File: src/design/rv_ops_pkg.sv
// operation encodings; branch codes follow the RV32 funct3 field, other codes are local
package rv_ops_pkg;

	localparam int SHAMT_BITS = 5; // shifts use opb[4:0]

	// fourteen alu functions, mulh variants included
	typedef enum logic [3:0] {
		alu_add,
		alu_sub,
		alu_slt,
		alu_sltu,
		alu_and,
		alu_or,
		alu_xor,
		alu_sll,
		alu_srl,
		alu_sra,
		alu_mul,
		alu_mulh,
		alu_mulhsu,
		alu_mulhu
	} alu_func_t;

	// funct3 of the branch opcode
	typedef enum logic [2:0] {
		br_beq  = 3'b000,
		br_bne  = 3'b001,
		br_blt  = 3'b100,
		br_bge  = 3'b101,
		br_bltu = 3'b110,
		br_bgeu = 3'b111
	} br_func_t;

	typedef enum logic [1:0] {opa_rs1, opa_pc, opa_zero} opa_sel_t;

	typedef enum logic {opb_rs2, opb_imm} opb_sel_t; // imm arrives sign-extended

endpackage

File: src/design/ex_types_pkg.sv
// execute-stage widths and unit select; tag 0 always means "no destination register"
package ex_types_pkg;

	////////////////////////////////////////////////////////////
	// widths
	////////////////////////////////////////////////////////////

	localparam int XLEN     = 32; // data word
	localparam int TAG_BITS = 6;  // physical register tag

	typedef logic [XLEN-1:0]     word_t;
	typedef logic [TAG_BITS-1:0] tag_t; // zero = no writeback

	////////////////////////////////////////////////////////////
	// unit steering
	////////////////////////////////////////////////////////////

	// which functional unit takes the issued instruction
	typedef enum logic [1:0] {
		unit_alu    = 2'd0,
		unit_mult   = 2'd1,
		unit_branch = 2'd2
	} exec_unit_t;

	////////////////////////////////////////////////////////////
	// default sizes for the top level
	////////////////////////////////////////////////////////////

	localparam int DEFAULT_MULT_STAGES = 4; // must divide XLEN
	localparam int DEFAULT_QUEUE_DEPTH = 8; // at least MULT_STAGES + 2

endpackage
File: src/design/branch_unit.sv
// branch resolve; take and target are registered and hold for one cycle only
`timescale 1ns/1ps

module branch_unit (
	input  logic                 clock,
	input  logic                 reset,
	input  logic                 start,
	input  logic                 uncond,
	input  rv_ops_pkg::br_func_t func,
	input  ex_types_pkg::word_t  rs1,
	input  ex_types_pkg::word_t  rs2,
	input  ex_types_pkg::word_t  opa,
	input  ex_types_pkg::word_t  opb,
	input  ex_types_pkg::word_t  pc,
	output ex_types_pkg::word_t  link,
	output logic                 take_branch,
	output ex_types_pkg::word_t  branch_target
);

	logic cond, take;

	always_comb begin
		case (func)
			rv_ops_pkg::br_beq:  cond = (rs1 == rs2);
			rv_ops_pkg::br_bne:  cond = (rs1 != rs2);
			rv_ops_pkg::br_blt:  cond = ($signed(rs1) < $signed(rs2));
			rv_ops_pkg::br_bge:  cond = ($signed(rs1) >= $signed(rs2));
			rv_ops_pkg::br_bltu: cond = (rs1 < rs2);
			rv_ops_pkg::br_bgeu: cond = (rs1 >= rs2);
			default:             cond = 1'b0; // reserved funct3 never taken
		endcase
	end

	assign take = uncond || cond; // jal/jalr ignore the compare
	assign link = pc + 32'd4;     // return address for jal/jalr

	always_ff @(posedge clock) begin
		if (reset) begin
			take_branch <= 1'b0;
		end else begin
			take_branch <= start && take; // single-cycle strobe
		end
	end

	// target only meaningful alongside take_branch
	always_ff @(posedge clock) begin
		if (start) begin
			branch_target <= opa + opb;
		end
	end

endmodule

File: config.mk
export PLATFORM = sky130hd
export DESIGN_NAME = branch_unit
export DESIGN_NICKNAME = d
export VERILOG_FILES = /design/src/design/rv_ops_pkg.sv /design/src/design/ex_types_pkg.sv /design/src/design/branch_unit.sv
export SDC_FILE = /design/constraint.sdc
export NUM_CORES = 1
export LEC_CHECK = 0
export ABC_CLOCK_PERIOD_IN_PS = 6960
export CORE_MARGIN = 4
export CORE_UTILIZATION = 55
export CTS_CLUSTER_DIAMETER = 120
export DETAILED_ROUTE_END_ITERATION = 12
export DONT_BUFFER_PORTS = 1
export PLACE_DENSITY_LB_ADDON = 0.25
export SYNTH_ARGS = -nofsm -noshare
export SYNTH_HDL_FRONTEND = slang
export SYNTH_SLANG_ARGS = --single-unit
export TNS_END_PERCENT = 5
File: constraint.sdc
create_clock -name clock -period 6.96 [get_ports clock]
set_input_delay 0.696 -clock clock [delete_from_list [all_inputs] [get_ports clock]]
set_output_delay 0.696 -clock clock [all_outputs]
set_load 0.01 [all_outputs]
==> impl_results.md, run 1 <==
- Status: completed
- Crit path DAT: 2.99 ns
- Routed Antenna Nets: 0
- Slew Limit Headroom: 0.641
- Slew Limit Fails: 0
- Wire per inst: 16.8 µm
- Max VDD drop: 0.0000839 V
- FF+latch count, synth: 33
- Synth cell types: 53
- Worst Setup Start Kind: primary input
- Resize count post-CTS: 0
- Max H-tree Level: 2
- Layout cells sized above 1: 0.0324
- Number of global-route vias before repair: 3404
- Total number of vias: 3382
- Share of async-settable or async-resettable flops after synthesis: 0
- Endpoint type of the worst setup path: flop
- RSZ-0062 raised after global routing: false
- Min Tclk post-route: 2.97 ns
- Critical Path Fanout Max: 3
- Slew @ Worst Pin: 0.536 ns
- Final #Nets: 694
- Syn Inst Count: 463
- Design area: 4160 µm²
- Power per cell area: 155 nW/µm²
- Final setup viols: 0
- Placement Rows: 30
- Die X: 93.3 µm
- Diodes inserted: 0
- Filler cells: 618
- Initial antenna violation count: 0
- Hold_buf cts: 0
- GR Overflow Total: 0
- Reg clk slew, reported paths: 0.08 ns
- DR WL met3: 890 µm
- Top sig layer: met4
- Largest net degree at the start of global routing: 34
- Fin util: 0.600
- Post-DP HPWL: 8280 µm
- Die H: 93.3 µm
- Io pins: 232
- Most frequent cells in the layout: ha_1, inv_1, xnor2_1, a21oi_1, nand2_1
- Final GP Congestion: 0.897
- Crit path kind: primary input to flop
- Placed cells: 551
- Crit path required time: 6.99 ns
- Port Buffers: 0
- DR iter-0 viols: 131
- Setup bufs post-CTS: 0
- Root Buffer: clkbuf_8
- Peak Freq: 0.337 GHz
- CTS buffer count: 5
- MaxCap Viol Count: 0
- CTS tree: yes
- Hold Path Class: primary input to flop
- DR DRC count: 0
- Area post-placement: 4080 µm²
- DRT Wirelength: 9400 µm
- Via density: 6.05
- First-pass GRT wire length: 14800 µm
- DR pass1 iterations: 4
- Commonest non-fill, non-tap cell in the layout: ha_1
- Die footprint: 8700 µm²
- Syn Std Cell Area: 4000 µm²
- Synthesized area per cell: 8.64 µm²
- Final Instance Count excl. Fillers: 559
- Core area: 6940 µm²
- Pwr Total: 0.646 mW
- Final setup TNS: 0 ns
- Longest Clk Path Bufs: 2
- Area grow syn2layout: 4.06%
- Cell leakage power: 1.85 nW
- Met2 WL: 4860 µm
- Register area share after synthesis: 0.245
- M1 wire length: 3490 µm
- Initial Util: 0.576
- Ys Warns: 0
- CTS sink count: 33
- GRT Resource Usage Total: 0.206
- Post-Syn Nets: 695
- Fin. Hold Viols: 0
- EDFF count, synth: 32
- Most common flop cell mapped by yosys: edfxtp_1
- Final period utilization: 0.426
[area by class of cell]
cell class              instances  area [µm²]  area share
multi-input cells             376        2810       0.674
inverters                      46         173      0.0415
clock buffers                   6        72.6      0.0174
clock inverters                 2        10.0     0.00240
flip-flops and latches         33         981       0.236
well taps                      96         120      0.0288
[report_power, final]
part           internal [mW]  total, mW  switching (mW)
logic                 0.0975      0.216           0.118
clock network         0.0692      0.138          0.0689
registers              0.263      0.292          0.0284
[final timing paths]
kind,from,to,cells after the start
setup / recovery,opa[0],branch_target[24],11
hold / removal,start,branch_target[6],0
[metrics by stage]
| stage | hold WS [ns] | setup WS, ns |
|---|---|---|
| after detailed placement | 0.812 | 3.73 |
| final | 0.518 | 3.99 |
| after global routing | 0.504 | 3.77 |
| after floorplan | 0.808 | 3.99 |
| after CTS | 0.514 | 4.02 |
| after global placement | 0.812 | 3.83 |
[registers in the layout, indices dropped and copies added, names as in the netlist]
name and count:
take_branch 1, branch_target 32
[Yosys cell counts (8+ instances only)]
| library cell | instances | share of area |
|---|---|---|
| nor2_1 | 27 | 0.025 |
| edfxtp_1 | 32 | 0.24 |
| a21o_1 | 22 | 0.041 |
| a21oi_1 | 38 | 0.048 |
| xor2_1 | 15 | 0.033 |
| inv_1 | 46 | 0.043 |
| nand4_1 | 17 | 0.027 |
| xnor2_1 | 42 | 0.092 |
| nand3_1 | 15 | 0.019 |
| nand2_1 | 33 | 0.031 |
| ha_1 | 64 | 0.20 |
| and3_1 | 8 | 0.013 |
| o21ai_0 | 18 | 0.023 |
[logic make-up after synthesis]
family	count (synthesis)	synth area share
compound gates	115	0.188
mux	2	0.00500
simple gates	137	0.179
flops	33	0.245
buf+inv	54	0.0532
xor+xnor	57	0.125
fa+ha+maj	65	0.205
[worst max-delay path: stages]
cell and delay, ns:
ha_1 0.15, inv_1 0.06, fa_1 0.40, nor2b_1 0.17
o2111ai_1 0.15, a21oi_1 0.21, o21ai_0 0.16, a311oi_1 0.52
and4b_1 0.27, a211oi_1 0.06, xnor2_1 0.14
[per-layer routing]
metal  global-route usage  vias up
met1                0.227     1540
met5                    0        -
li1                     -     1682
met3               0.0603       14
met4               0.0513        0
met2                0.384      146
(Power assumes the default switching activity.)
==> run 2, diff against run 1 <==
--- a/config.mk
+++ b/config.mk
@@ -5,7 +5,7 @@
 export SDC_FILE = /design/constraint.sdc
 export NUM_CORES = 1
 export LEC_CHECK = 0
-export ABC_CLOCK_PERIOD_IN_PS = 6960
+export ABC_CLOCK_PERIOD_IN_PS = 3000
 export CORE_MARGIN = 4
 export CORE_UTILIZATION = 55
 export CTS_CLUSTER_DIAMETER = 120
==> constraint.sdc (replaced) <==
create_clock -name clock -period 3 [get_ports clock]
set_input_delay 0.3 -clock clock [delete_from_list [all_inputs] [get_ports clock]]
set_output_delay 0.3 -clock clock [all_outputs]
set_load 0.01 [all_outputs]
==> impl_results.md, run 2 (synthesized netlist as in run 1, its figures left out) <==
- Final setup TNS: 0 ns (unchanged)
- Via density: 6.04 (was 6.05)
- Initial antenna violation count: 0 (unchanged)
- DR pass1 iterations: 4 (unchanged)
- Die X: 93.3 µm (unchanged)
- Wire per inst: 17.1 µm (was 16.8 µm)
- Initial Util: 0.576 (unchanged)
- Top reg by flops: branch_target (unchanged)
- Fin util: 0.604 (was 0.600)
- Critical Path Fanout Max: 6 (was 3)
- Final setup viols: 0 (unchanged)
- Hold Path Class: primary input to flop (unchanged)
- DR iter-0 viols: 140 (was 131)
- CP peak stage delay: 0.42 ns (was 0.52 ns)
- Routed Antenna Nets: 0 (unchanged)
- Crit path DAT: 2.64 ns (was 2.99 ns)
- Fin worst setup slack: 0.475 ns (was 3.99 ns)
- CP max-delay cell: or3b_4 (was a311oi_1)
- Area grow syn2layout: 4.82% (was 4.06%)
- Crit path required time: 3.12 ns (was 6.99 ns)
- Longest Clk Path Bufs: 2 (unchanged)
- Die H: 93.3 µm (unchanged)
- HP Start: start (unchanged)
- Min Tclk post-route: 2.52 ns
- First-pass GRT wire length: 15000 µm (was 14800 µm)
- CTS tree: yes (unchanged)
- Status: completed (unchanged)
- Total number of vias: 3402 (was 3382)
- Placement Rows: 30 (unchanged)
- Worst Setup Start Kind: primary input (unchanged)
- Slew Limit Headroom: 0.656 (was 0.641)
- Port Buffers: 0 (unchanged)
- Most frequent cells in the layout: ha_1, inv_1, xnor2_1, a21oi_1, nand2_1 (unchanged)
- Peak Freq: 0.396 GHz
- Final #Nets: 698 (was 694)
- Max VDD drop: 0.000168 V (was 0.0000839 V)
- Reg clk slew, reported paths: 0.07 ns (was 0.08 ns)
- Crit path cell chain: ha_1 > nand4_1 > nor3_1 > or3b_4 > a31oi_4 > a31oi_1 > or3_1 > and3_1 > a311oi_2 (was ha_1 > inv_1 > fa_1 > nor2b_1 > o2111ai_1 > a21oi_1 > o21ai_0 > a311oi_1 > and4b_1 > a211oi_1 > xnor2_1)
- Largest net degree at the start of global routing: 34 (unchanged)
- Diodes inserted: 0 (unchanged)
- Hold_buf cts: 0 (unchanged)
- Setup bufs post-CTS: 0 (unchanged)
- Commonest non-fill, non-tap cell in the layout: ha_1 (unchanged)
- Setup WS pre-CTS: 0.200 ns (was 3.73 ns)
- Slew @ Worst Pin: 0.516 ns (was 0.536 ns)
- Endpoint type of the worst setup path: flop (unchanged)
- Placed cells: 555 (was 551)
- Layout cells sized above 1: 0.0407 (was 0.0324)
- Io pins: 232 (unchanged)
- GR Overflow Total: 0 (unchanged)
- DRT Wirelength: 9650 µm (was 9400 µm)
- Die footprint: 8700 µm² (unchanged)
- Filler cells: 614 (was 618)
- Cell leakage power: 1.87 nW (was 1.85 nW)
- Root Buffer: clkbuf_8 (unchanged)
- Crit path kind: primary input to flop (unchanged)
- CTS buffer count: 5 (unchanged)
- DR DRC count: 0 (unchanged)
- Final period utilization: 0.842
- Biggest regs: branch_target (32), take_branch (1) (unchanged)
- Number of global-route vias before repair: 3356 (was 3404)
- RSZ-0062 raised after global routing: false (unchanged)
- Max H-tree Level: 2 (unchanged)
- Max reg flops: 32 (unchanged)
- MaxCap Viol Count: 0 (unchanged)
- Hold EP: branch_target[2] (was branch_target[6])
- Fin. Hold Viols: 0 (unchanged)
- GRT Resource Usage Total: 0.209 (was 0.206)
- Crit path max-delay family: simple AND/OR/NAND/NOR gates (was compound AO/OA/AOI/OAI gates)
- Resize count post-CTS: 0 (unchanged)
- CTS sink count: 33 (unchanged)
- Multi-input logic area: 2810 µm² (unchanged)
- Final GP Congestion: 0.891 (was 0.897)
- Final Instance Count excl. Fillers: 563 (was 559)
- Slew Limit Fails: 0 (unchanged)
- Core area: 6940 µm² (unchanged)
- Crit path buf inv count: 0 (was 1)
- Post-DP HPWL: 8460 µm (was 8280 µm)
- Hold depth: 0 (unchanged)
- Levels on crit path: 9 (was 11)
- Sequential cell area: 981 µm² (unchanged)
- Power per cell area: 360 nW/µm² (was 155 nW/µm²)
## run 2: cell types whose count changed in the layout (fill, tap and decap cells not counted), sizes merged
cell	delta
buf	+4
## run 2: routing by layer
layer  vias up  track usage  share of wire
li1       1697            -              -
met1      1529        0.227           0.37
met2       160        0.388           0.52
met3        16       0.0644          0.091
met4         0       0.0598          0.020
met5         -            0              0
## run 2: how the worst max path moves through the flow
stage	from	to	slack [ns]
CTS	opa[14]	branch_target[31]	0.48
global placement	opa[18]	branch_target[31]	0.26
floorplan	opa[18]	branch_target[31]	0.43
finish	opa[14]	branch_target[31]	0.48
detailed placement	opa[14]	branch_target[31]	0.20
global route	opa[0]	branch_target[24]	0.32
## run 2: report_power, final
group          internal (mW)  leakage [nW]  switching (mW)
logic                  0.233          1.50           0.279
registers              0.611         0.322          0.0671
clock network          0.161        0.0450           0.160
## run 2: layout make-up
class                           count  share of cell area
Inverter                           46              0.0412
Sequential cell                    33               0.234
Clock buffer                        6              0.0173
Clock inverter                      2             0.00239
Tap cell                           96              0.0286
Multi-Input combinational cell    376               0.669
Timing Repair Buffer                4             0.00716
## run 2: per-stage QoR
step	area (µm²)	power (mW)	hold WS (ns)
CTS	4190	1.52	0.117
global route	4190	1.61	0.110
global placement	4110	1.19	0.416
detailed placement	4110	1.20	0.416
floorplan	4000	1.09	0.412
finish	4190	1.51	0.122
