`config.mk`:
```
export PLATFORM = sky130hd
export DESIGN_NAME = mult_pipeline
export DESIGN_NICKNAME = d
export VERILOG_FILES = /design/src/design/ex_types_pkg.sv /design/src/design/mult_pipeline.sv /design/src/design/mult_stage.sv
export SDC_FILE = /design/constraint.sdc
export NUM_CORES = 1
export LEC_CHECK = 0
export BUFFER_PORTS_ARGS = -buffer_cell sky130_fd_sc_hd__buf_2
export CAP_MARGIN = 30
export CORE_MARGIN = 1
export CORE_UTILIZATION = 50
export DETAILED_ROUTE_END_ITERATION = 7
export MAX_ROUTING_LAYER = met4
export PLACE_DENSITY_LB_ADDON = 0.2
export SETUP_SLACK_MARGIN = 0.15
export SYNTH_ARGS = -nofsm -noshare
export SYNTH_HDL_FRONTEND = slang
export SYNTH_SLANG_ARGS = --single-unit
```
`constraint.sdc`:
```
create_clock -name clock -period 9.35 [get_ports clock]
set_input_delay 0.4675 -clock clock [delete_from_list [all_inputs] [get_ports clock]]
set_output_delay 0.4675 -clock clock [all_outputs]
set_load 0.02 [all_outputs]
```
`src/design/ex_types_pkg.sv`:
```
// execute-stage widths and unit select; tag 0 always means "no destination register"
package ex_types_pkg;

	////////////////////////////////////////////////////////////
	// widths
	////////////////////////////////////////////////////////////

	localparam int XLEN     = 32; // data word
	localparam int TAG_BITS = 6;  // physical register tag

	typedef logic [XLEN-1:0]     word_t;
	typedef logic [TAG_BITS-1:0] tag_t; // zero = no writeback

	////////////////////////////////////////////////////////////
	// unit steering
	////////////////////////////////////////////////////////////

	// which functional unit takes the issued instruction
	typedef enum logic [1:0] {
		unit_alu    = 2'd0,
		unit_mult   = 2'd1,
		unit_branch = 2'd2
	} exec_unit_t;

	////////////////////////////////////////////////////////////
	// default sizes for the top level
	////////////////////////////////////////////////////////////

	localparam int DEFAULT_MULT_STAGES = 4; // must divide XLEN
	localparam int DEFAULT_QUEUE_DEPTH = 8; // at least MULT_STAGES + 2

endpackage
```
`src/design/mult_pipeline.sv`:
```
// pipelined multiplier, low word only, one new operation accepted every cycle
`timescale 1ns/1ps

module mult_pipeline #(
	parameter int MULT_STAGES = ex_types_pkg::DEFAULT_MULT_STAGES
) (
	input  logic                clock,
	input  logic                reset,
	input  logic                start,
	input  ex_types_pkg::word_t mcand,
	input  ex_types_pkg::word_t mplier,
	input  ex_types_pkg::tag_t  tag_in,
	output ex_types_pkg::word_t product,
	output ex_types_pkg::tag_t  tag_out,
	output logic                done
);

	// element i feeds slice i, the last element is the pipeline output
	ex_types_pkg::word_t prod_chain   [0:MULT_STAGES];
	ex_types_pkg::word_t mplier_chain [0:MULT_STAGES];
	ex_types_pkg::word_t mcand_chain  [0:MULT_STAGES];
	ex_types_pkg::tag_t  tag_chain    [0:MULT_STAGES];
	logic                start_chain  [0:MULT_STAGES];

	assign prod_chain[0]   = '0; // nothing accumulated yet
	assign mplier_chain[0] = mplier;
	assign mcand_chain[0]  = mcand;
	assign tag_chain[0]    = tag_in;
	assign start_chain[0]  = start;

	for (genvar i = 0; i < MULT_STAGES; i++) begin : g_slice
		mult_stage #(.MULT_STAGES(MULT_STAGES)) i_mult_stage (
			.clock(clock), .reset(reset), .start(start_chain[i]),
			.product_in(prod_chain[i]), .mplier_in(mplier_chain[i]),
			.mcand_in(mcand_chain[i]), .tag_in(tag_chain[i]),
			.done(start_chain[i+1]), .tag_out(tag_chain[i+1]),
			.product_out(prod_chain[i+1]), .mplier_out(mplier_chain[i+1]),
			.mcand_out(mcand_chain[i+1])
		);
	end

	assign product = prod_chain[MULT_STAGES];
	assign tag_out = tag_chain[MULT_STAGES];
	assign done    = start_chain[MULT_STAGES];

endmodule

```
`src/design/mult_stage.sv`:
```
// one multiplier slice of XLEN/MULT_STAGES bits; MULT_STAGES must divide XLEN
`timescale 1ns/1ps

module mult_stage #(
	parameter int MULT_STAGES = ex_types_pkg::DEFAULT_MULT_STAGES
) (
	input  logic                clock,
	input  logic                reset,
	input  logic                start,
	input  ex_types_pkg::word_t product_in,
	input  ex_types_pkg::word_t mplier_in,
	input  ex_types_pkg::word_t mcand_in,
	input  ex_types_pkg::tag_t  tag_in,
	output logic                done,
	output ex_types_pkg::tag_t  tag_out,
	output ex_types_pkg::word_t product_out,
	output ex_types_pkg::word_t mplier_out,
	output ex_types_pkg::word_t mcand_out
);

	localparam int SLICE_BITS = ex_types_pkg::XLEN / MULT_STAGES;

	ex_types_pkg::word_t prod_in_reg, partial_reg, partial_product;

	assign partial_product = mplier_in[SLICE_BITS-1:0] * mcand_in; // truncated to a word
	assign product_out     = prod_in_reg + partial_reg;

	always_ff @(posedge clock) begin
		prod_in_reg <= product_in;
		partial_reg <= partial_product;
		mplier_out  <= mplier_in >> SLICE_BITS; // next slice sees its bits at the bottom
		mcand_out   <= mcand_in << SLICE_BITS;  // weighted for the next slice
	end

	always_ff @(posedge clock) begin
		if (reset) begin
			done    <= 1'b0;
			tag_out <= '0;
		end else begin
			done    <= start;
			tag_out <= tag_in;
		end
	end

	slice_width_exact: assert property (@(posedge clock)
		(SLICE_BITS * MULT_STAGES) == ex_types_pkg::XLEN)
		else $error("MULT_STAGES %0d does not divide XLEN", MULT_STAGES);

endmodule

```
==> results of run 1 <==
cell usage in the layout (no fill, tap or decap), types with 5 or more instances in the layout:
cell,count
nor2_1,43
dfxtp_1,300
ha_1,157
a211oi_1,5
xor2_1,29
inv_1,354
dlygate4sd3_1,21
o21a_1,12
and2_1,350
nand2b_1,11
nand3_1,12
nand2_1,208
a21boi_0,5
xnor2_1,119
or2_2,5
o21bai_1,11
nor2b_1,36
nor3_1,16
o21ai_0,36
a21oi_1,70
and3_1,14
a21o_1,29
fa_1,339
clkinv_4,6
o31ai_1,7
a31oi_1,7
clkbuf_16,30
clkinv_2,7
buf_2,111
critical path, cell delays in order, from the launching register on:
cell,delay (ns)
dfxtp_1,0.59
and2_1,0.30
fa_1,0.54
inv_1,0.05
fa_1,0.52
inv_1,0.05
fa_1,0.47
inv_1,0.05
fa_1,0.47
inv_1,0.04
ha_1,0.32
o21a_1,0.12
o31a_1,0.15
o221ai_1,0.26
and3_1,0.26
o31ai_1,0.12
and4_4,0.22
a2111oi_4,0.35
a21oi_1,0.13
xnor2_1,0.14
cell families after synthesis:
group	after synthesis	synth area share, %
and+or+nand+nor	713	16.63
xor gates and xnor gates	148	5.652
DFF	300	26.19
muxes	1	0.04364
AOI/OAI and AO/OA	213	6.017
adders and majority gates	496	38.15
buffers and inverters	423	7.315
synth_stat cells (3+ instances only):
library cell / count / area [µm²]
dfxtp_1: 300 / 6006
nand4_1: 4 / 25.02
and3_1: 14 / 87.58
a21oi_1: 70 / 350.3
nor2_1: 43 / 161.4
a31oi_1: 7 / 43.79
a211oi_1: 5 / 37.54
nand2b_1: 11 / 68.82
or3_1: 4 / 25.02
o21a_1: 12 / 90.09
o31ai_1: 7 / 52.55
inv_1: 354 / 1329
o21bai_1: 11 / 82.58
o211ai_1: 3 / 22.52
o21ai_0: 36 / 180.2
xor2_1: 29 / 254.0
xnor2_1: 119 / 1042
or4_1: 3 / 22.52
fa_1: 339 / 6787
a21o_1: 29 / 217.7
nor3_1: 16 / 80.08
nand3_1: 12 / 60.06
nor2b_1: 36 / 225.2
o221ai_1: 3 / 26.28
o21ai_1: 3 / 15.01
ha_1: 157 / 1964
buf_4: 24 / 180.2
or2_2: 5 / 31.28
and2_1: 350 / 2190
clkbuf_1: 44 / 165.2
a21boi_0: 5 / 37.54
nand2_1: 208 / 780.8
per-layer routing:
metal / global-route usage [%] / part of all wire (%) / vias up
met5: - / 0 / -
met4: 6.315 / 2.0 / 0
met1: 27.08 / 45 / 7560
li1: - / - / 7207
met2: 36.59 / 49 / 314
met3: 2.891 / 4.2 / 66
path summary, 6_finish.rpt:
check	startpoint	to
max	g_slice[0].i_mult_stage.mplier_out[2]$_DFF_P_	g_slice[1].i_mult_stage.partial_reg[31]$_DFF_P_
min	mplier[15]	g_slice[0].i_mult_stage.mplier_out[7]$_DFF_P_
max reg2reg	g_slice[0].i_mult_stage.mplier_out[2]$_DFF_P_	g_slice[1].i_mult_stage.partial_reg[31]$_DFF_P_
min reg2reg	g_slice[2].i_mult_stage.prod_in_reg[7]$_DFF_P_	g_slice[3].i_mult_stage.prod_in_reg[7]$_DFF_P_
power breakdown:
part | internal, mW | leakage, nW | switching, mW
Combinational | 2.11 | 8.88 | 2.56
Clock | 0.670 | 0.488 | 0.522
Sequential | 1.75 | 2.52 | 0.186
area by class of cell:
| type | instances | area [µm²] |
|---|---|---|
| fill | 4082 | 20180 |
| multi-input combinational | 1571 | 15250 |
| sequential | 300 | 6006 |
| inverter | 354 | 1329 |
| clock buffer | 34 | 785.8 |
| timing repair buffer | 132 | 765.7 |
| tap | 600 | 750.7 |
| clock inverter | 22 | 212.7 |
metrics by stage:
stage / power, mW / instance area, µm²
floorplan: 5.608 / 22940
global route: 8.534 / 25100
finish: 7.794 / 25100
detailed placement: 6.618 / 23890
global placement: 6.481 / 23890
CTS: 7.861 / 25100
repair_timing:
| action | CTS | global route |
|---|---|---|
| gates resized for setup | 0 | 0 |
| hold buffers | 21 | 0 |
| endpoints found under the hold margin | 21 | 0 |
==> impl_metrics.tcl, run 1 <==
set metrics [dict create \
    yosysSeqAreaShare_pct 26.19 \
    grt_max_degree 33 \
    die_w_um 216.2 \
    cp.required_ns 9.80 \
    start_util_pct 50.65 \
    htree_levels 1 \
    rows 78 \
    grt_pass1_wl_mm 79.36 \
    cts_tree "yes" \
    whs_ns 0.04272 \
    dp_slack_ns 3.807 \
    synthArstFlopShare_pct 0 \
    postRouteAntennaNets 0 \
    place.port_buffers 111 \
    cp_max_fo 22 \
    final_util_pct 55.43 \
    syn_area_per_cell_um2 9.998 \
    path_clk_slew_ns 0.07 \
    num_antenna_cells 0 \
    tightest_slew_ns 0.8872 \
    drc 1 \
    max_slew_margin_pct 40.77 \
    area_growth_pct 9.443 \
    vias_per_cell 5.027 \
    timing.final.ws_setup_ns 4.054 \
    syn_area_um2 22940 \
    finalNetCount 2958 \
    cts_setup_buffers 0 \
    leakage_nw 11.89 \
    yosysWarnings 0 \
    layout.cells.non_filler 3013 \
    drt_wl_total_mm 47.42 \
    start_kind "register" \
    clockRootBuffer "clkbuf_16" \
    post_drt_wl_per_cell_um 15.74 \
    syn_inst 2294 \
    period_share_pct 56.64 \
    coreArea_um2 45280 \
    finClkSkew_ns 0.01533 \
    drt-pass1-iter-count 6 \
    min_path_cells 1 \
    synth.distinct_cells 58 \
    largest_reg_flops 96 \
    antenna_found_initial 0 \
    grt-ovfl-total 0 \
    clk_latency_ns 0.58 \
    cts_max_path_buffers 3 \
    slew_viol_final 0 \
    hold_viol 0 \
    synth_edf_count 0 \
    post-dp-hpwl_mm 37.23 \
    power_density_nw_per_um2 310.5 \
    maxCapViolations 0 \
    reg2regPathDepth 19 \
    critPathCaptureType "register" \
    gp_congestion 0.8289 \
    violations "design-rule violations" \
    via_count 15150 \
    peakVddDrop_v 0.0003584 \
    synth_ff_type "dfxtp_1" \
    dieArea_um2 46730 \
    rsz0062_at_grt "false" \
    cts_buffers 30 \
    setup_violations 0 \
    post-route-min-period_ns 5.296 \
    cts.sinks 300 \
    rrSetupSlack_ns 4.05 \
    grt_pass1_vias 16370 \
    die_h_um 216.2 \
    placedCellCount 2936 \
    ys_ff_latch 300 \
    holdCritPathClass "in -> reg" \
    ios 112 \
    setup_tns_ns 0 \
    syn_nets 2863 \
    drive_gt1_share_pct 7.542 \
    drt_iter0_drc 634 \
    crit_type "reg -> reg" \
    status "finished, violations left" \
    crit_arrival_ns 5.75 \
    grt_use_total_pct 21.65 \
    fmax_mhz 188.8 \
]
(Power assumes the default switching activity.)
==> run 2, diff against run 1 <==
==> constraint.sdc (replaced) <==
create_clock -name clock -period 4.35 [get_ports clock]
set_input_delay 0.2175 -clock clock [delete_from_list [all_inputs] [get_ports clock]]
set_output_delay 0.2175 -clock clock [all_outputs]
set_load 0.02 [all_outputs]
==> impl_metrics.tcl, run 2 (synthesis gave the netlist of run 1 again) <==
set metrics [dict create \
    status "finished, violations left" \
    violations "negative setup slack" \
    holdCritPathClass "in -> reg" \
    path_clk_slew_ns 0.06 \
    finalPower_mw 19.64 \
    placedCellCount 3132 \
    post-dp-hpwl_mm 40.12 \
    crit_end "g_slice[1].i_mult_stage.partial_reg[29]$_DFF_P_" \
    p_sw_share_pct 40.68 \
    rrSetupSlack_ns -0.17 \
    drt-pass1-iter-count 5 \
    drt_wl_total_mm 50.32 \
    pwr-share-comb_pct 64.7 \
    rows 78 \
    grt_use_total_pct 22.62 \
    cp.required_ns 4.78 \
    largest_reg_flops 96 \
    timing.final.ws_setup_ns -0.1723 \
    htree_levels 2 \
    coreArea_um2 45280 \
    postRouteAntennaNets 0 \
    place.port_buffers 111 \
    setup_tns_ns -0.6028 \
    power_density_nw_per_um2 697.6 \
    drc 0 \
    cp_max_fo 6 \
    layout.cells.non_filler 3272 \
    n_fill_cell 3742 \
    power.share.clock_pct 14.4 \
    cts_max_path_buffers 3 \
    slew_viol_final 0 \
    num_antenna_cells 0 \
    vias_per_cell 4.908 \
    layout_common_cells "inv_1, and2_1, fa_1" \
    hold_viol 0 \
    cts_tree "yes" \
    fmax_mhz 221.1 \
    die_w_um 216.2 \
    maxCapViolations 0 \
    finalNetCount 3219 \
    finClkSkew_ns 0.01647 \
    start_util_pct 50.65 \
    cts.sinks 300 \
    cts_buffers 34 \
    clk_latency_ns 0.54 \
    internal_power_mw 11.65 \
    start_kind "register" \
    grt_pass1_vias 17230 \
    leakage_nw 13.34 \
    post-route-min-period_ns 4.522 \
    critPathCaptureType "register" \
    max_slew_margin_pct 46.67 \
    cp-startpoint "g_slice[0].i_mult_stage.mplier_out[3]$_DFF_P_" \
    peakVddDrop_v 0.0004410 \
    area_growth_pct 22.78 \
    rsz0062_at_grt "true" \
    crit_type "reg -> reg" \
    grt_pass1_wl_mm 82.89 \
    min_path_cells 3 \
    reg2regPathDepth 20 \
    grt-ovfl-total 0 \
    period_share_pct 104.0 \
    ios 112 \
    drive_gt1_share_pct 20.28 \
    antenna_found_initial 1 \
    clockRootBuffer "clkbuf_16" \
    die_h_um 216.2 \
    post_drt_wl_per_cell_um 15.38 \
    gp_congestion 0.8716 \
    via_count 16060 \
    crit_arrival_ns 4.95 \
    p_seq_share_pct 21.0 \
    grt_max_degree 29 \
    reg2reg_to "g_slice[1].i_mult_stage.partial_reg[29]$_DFF_P_" \
    tightest_slew_ns 0.7899 \
    p_switching_mw 7.992 \
    drt_iter0_drc 734 \
    setup_violations 5 \
    layout_commonest_cell "inv_1" \
    dieArea_um2 46730 \
    rr_startpoint "g_slice[0].i_mult_stage.mplier_out[3]$_DFF_P_" \
]
==> run 2: area by class of cell <==
cell class | instances | area, µm² | area share [%]
Clock buffer | 42 | 942.2 | 3.346
Clock inverter | 16 | 180.2 | 0.6398
Inverter | 354 | 1329 | 4.719
Multi-Input combinational cell | 1571 | 15870 | 56.35
Sequential cell | 300 | 6053 | 21.50
Tap cell | 600 | 750.7 | 2.666
Timing Repair Buffer | 389 | 3038 | 10.79
==> run 2: worst max-delay path: stages (launching register included) <==
cell and delay (ns):
dfxtp_2 0.32, buf_12 0.13, and2_4 0.14, fa_1 0.47, inv_1 0.05, fa_1 0.49
inv_1 0.05, fa_1 0.47, inv_1 0.05, fa_1 0.49, inv_2 0.05, ha_4 0.26
o21a_1 0.12, o31a_1 0.23, o221ai_4 0.13, and3_4 0.18, o31ai_4 0.23, and4_4 0.26
a2111oi_4 0.04, buf_4 0.15, xnor2_1 0.11
==> run 2: stage by stage <==
step           util (%)  area, µm²  setup WS, ns  hold WS [ns]
3_5_place_dp      56.54      25600       -0.5699        0.3121
6_report          62.19      28160       -0.1723       0.03314
5_1_grt           62.19      28160       -0.3614       0.02704
2_1_floorplan         -      23190       -0.1514        0.2452
3_3_place_gp      56.54      25600       -0.4416        0.3097
4_1_cts           60.64      27460       -0.1790      0.008156
==> run 2: power groups by stage <==
stage               clock, mW  sequential [mW]  combinational [mW]
detailed placement          0             4.18                11.7
global placement            0             4.18                11.5
floorplan                   0             3.99                8.43
CTS                      2.91             4.13                12.1
finish                   2.82             4.12                12.7
global route             3.01             4.19                14.2
==> run 2: per-layer routing <==
layer	GRT usage (%)	up-vias	wire length [µm]
met1	27.73	7890	21820
met3	2.737	101	1807
li1	-	7739	-
met2	38.72	330	25100
met5	-	-	0
met4	7.465	0	1593
==> run 2: what timing repair did <==
item	CTS	global route
hold buffers	50	0
pin swaps	39	95
buffers inserted	11	18
gates cloned	0	3
hold endpoints to repair	50	0
endpoints found under the setup margin	17	26
gates resized for setup	43	151
==> run 2: worst min path at each step <==
stage | from | end | slack (ns)
after floorplan | mcand[2] | g_slice[0].i_mult_stage.mcand_out[10]$_DFF_P_ | 0.25
after global routing | mcand[16] | g_slice[0].i_mult_stage.mcand_out[24]$_DFF_P_ | 0.03
final | mcand[16] | g_slice[0].i_mult_stage.mcand_out[24]$_DFF_P_ | 0.03
after detailed placement | g_slice[2].i_mult_stage.prod_in_reg[11]$_DFF_P_ | g_slice[3].i_mult_stage.prod_in_reg[11]$_DFF_P_ | 0.31
after CTS | mcand[7] | g_slice[0].i_mult_stage.mcand_out[15]$_DFF_P_ | 0.008
after global placement | g_slice[0].i_mult_stage.mplier_out[21]$_DFF_P_ | g_slice[1].i_mult_stage.mplier_out[13]$_DFF_P_ | 0.31
==> run 3, diff against run 2 <==
--- a/config.mk
+++ b/config.mk
@@ -7,8 +7,10 @@
 export LEC_CHECK = 0
 export BUFFER_PORTS_ARGS = -buffer_cell sky130_fd_sc_hd__buf_2
 export CAP_MARGIN = 30
-export CORE_MARGIN = 1
-export CORE_UTILIZATION = 50
+export CELL_PAD_IN_SITES_DETAIL_PLACEMENT = 1
+export CELL_PAD_IN_SITES_GLOBAL_PLACEMENT = 1
+export CORE_MARGIN = 3
+export CORE_UTILIZATION = 45
 export DETAILED_ROUTE_END_ITERATION = 7
 export MAX_ROUTING_LAYER = met4
 export PLACE_DENSITY_LB_ADDON = 0.2
==> impl_metrics.tcl, run 3 (synthesis gave the netlist of run 1 again) <==
set metrics [dict create \
    max_slew_margin_pct 28.91 \
    maxCapViolations 0 \
    place.port_buffers 111 \
    cts.sinks 300 \
    ios 112 \
    dieArea_um2 53710 \
    rows 82 \
    drc 0 \
    multi_input_area_um2 15970 \
    drt_iter0_drc 578 \
    seq_area_um2 6046 \
    clk_latency_ns 0.55 \
    finalNetCount 3238 \
    status "finished, violations left" \
    cts_buffers 35 \
    reg2reg_to "g_slice[1].i_mult_stage.partial_reg[30]$_DFF_P_" \
    min_path_cells 2 \
    period_share_pct 107.0 \
    drt_wl_total_mm 61.29 \
    reg2regPathDepth 21 \
    holdPathEnd "g_slice[0].i_mult_stage.mcand_out[23]$_DFF_P_" \
    globalRouteMet1Util_pct 26.87 \
    die_h_um 231.8 \
    postRouteAntennaNets 0 \
    layout_commonest_cell "inv_1" \
    tightest_slew_ns 1.053 \
    post-dp-hpwl_mm 46.79 \
    layout.cells.non_filler 3368 \
    coreArea_um2 50270 \
    dp_slack_ns -0.6501 \
    crit_type "reg -> reg" \
    critPathCaptureType "register" \
    rsz0062_at_grt "true" \
    num_antenna_cells 0 \
    finClkSkew_ns 0.01582 \
    fmax_mhz 214.9 \
    path_clk_slew_ns 0.06 \
    drt-pass1-iter-count 5 \
    cts_max_path_buffers 3 \
    timing.final.ws_setup_ns -0.3026 \
    slew_viol_final 0 \
    min_from "mcand[15]" \
    start_util_pct 45.62 \
    grt_max_degree 29 \
    gp_congestion 0.8362 \
    leakage_nw 13.55 \
    area_growth_pct 24.94 \
    vias_per_cell 4.896 \
    antenna_found_initial 0 \
    final_util_pct 57.00 \
    rrSetupSlack_ns -0.30 \
    post_drt_wl_per_cell_um 18.20 \
    post-route-min-period_ns 4.653 \
    crit_arrival_ns 5.10 \
    placedCellCount 3212 \
    use_met2_pct 41.44 \
    power_density_nw_per_um2 725.2 \
    grt_pass1_vias 19000 \
    setup_violations 8 \
    largest_reg_flops 96 \
    holdCritPathClass "in -> reg" \
    via_count 16490 \
    n_fill_cell 5499 \
    hold_viol 0 \
    violations "negative setup slack" \
    start_kind "register" \
    drive_gt1_share_pct 22.18 \
    finalPower_mw 20.78 \
    rr_startpoint "g_slice[0].i_mult_stage.mplier_out[3]$_DFF_P_" \
    grtUsageMet3_pct 2.895 \
    cts_tree "yes" \
    grt_use_total_pct 23.03 \
    htree_levels 2 \
    peakVddDrop_v 0.0003075 \
    cp_max_fo 7 \
    grt_pass1_wl_mm 96.10 \
    grt_busiest_layer "met2" \
    grt-ovfl-total 0 \
    clockRootBuffer "clkbuf_16" \
    cp.required_ns 4.80 \
    die_w_um 231.8 \
    layout_common_cells "inv_1, fa_1, and2_1" \
]
run 3: cell types whose count changed in the layout (fill, tap and decap cells not counted), sizes merged:
cell          before  now
buf              335  358
bufinv             2    4
clkbuf            46   54
clkinv             9    6
clkinvlp           2    0
dlygate4sd3       48   46
dlymetal6s4s       2    0
run 3: worst max-delay path, cell delays in order (launching register included):
cell	delay, ns
dfxtp_2	0.33
buf_12	0.14
and2_4	0.14
fa_1	0.49
inv_2	0.04
fa_1	0.49
inv_1	0.05
fa_1	0.47
inv_1	0.05
fa_1	0.49
inv_2	0.04
ha_4	0.27
buf_6	0.09
o21a_1	0.11
o21a_1	0.17
o22ai_4	0.09
o21a_1	0.21
a21oi_2	0.19
o21ai_2	0.09
a21o_1	0.22
a31oi_2	0.17
xor2_1	0.21
run 3: area by class of cell:
type                            count  share of cell area, %
Tap cell                          672                  2.934
Clock buffer                       51                  3.585
Timing Repair Buffer              407                  11.25
Inverter                          354                  4.646
Clock inverter                     13                 0.7423
Multi-Input combinational cell   1571                  55.74
Sequential cell                   300                  21.10
run 3: power by group:
part	total [mW]	switching, mW	internal, mW
registers	4.15	0.390	3.76
clock network	3.10	1.19	1.90
logic	13.5	7.08	6.46
run 3: worst max-delay path by stage:
stage                                                  start                                              end  cells after the start
6_report       g_slice[0].i_mult_stage.mplier_out[3]$_DFF_P_  g_slice[1].i_mult_stage.partial_reg[30]$_DFF_P_                     21
5_1_grt        g_slice[0].i_mult_stage.mplier_out[3]$_DFF_P_  g_slice[1].i_mult_stage.partial_reg[30]$_DFF_P_                     21
4_1_cts        g_slice[0].i_mult_stage.mplier_out[3]$_DFF_P_  g_slice[1].i_mult_stage.partial_reg[31]$_DFF_P_                     20
3_5_place_dp                                       mplier[3]  g_slice[0].i_mult_stage.partial_reg[31]$_DFF_P_                     18
3_3_place_gp                                       mplier[3]  g_slice[0].i_mult_stage.partial_reg[31]$_DFF_P_                     18
2_1_floorplan                                      mplier[3]  g_slice[0].i_mult_stage.partial_reg[31]$_DFF_P_                     19
run 3: what timing repair did:
item	in CTS	in global routing
endpoints found under the hold margin	44	2
gates resized for setup	72	166
hold buffers	44	2
gates cloned	0	3
buffers inserted	24	19
setup endpoints to repair	24	30
pin swaps	51	102
run 3: metal layers:
| layer | routed length (µm) | part of all wire, % |
|---|---|---|
| met1 | 25050 | 41 |
| met2 | 32470 | 53 |
| met3 | 1844 | 3.0 |
| met4 | 1922 | 3.1 |
| met5 | 0 | 0 |
run 3: per-stage QoR:
stage	instance area, µm²	hold slack, ns	TNS, ns
after floorplan	23190	0.2452	-0.6097
after global placement	25740	0.3101	-6.660
after detailed placement	25740	0.3132	-9.522
after CTS	27840	0.0004511	-0.9779
after global routing	28660	0.006645	-3.147
final	28660	0.01857	-1.263
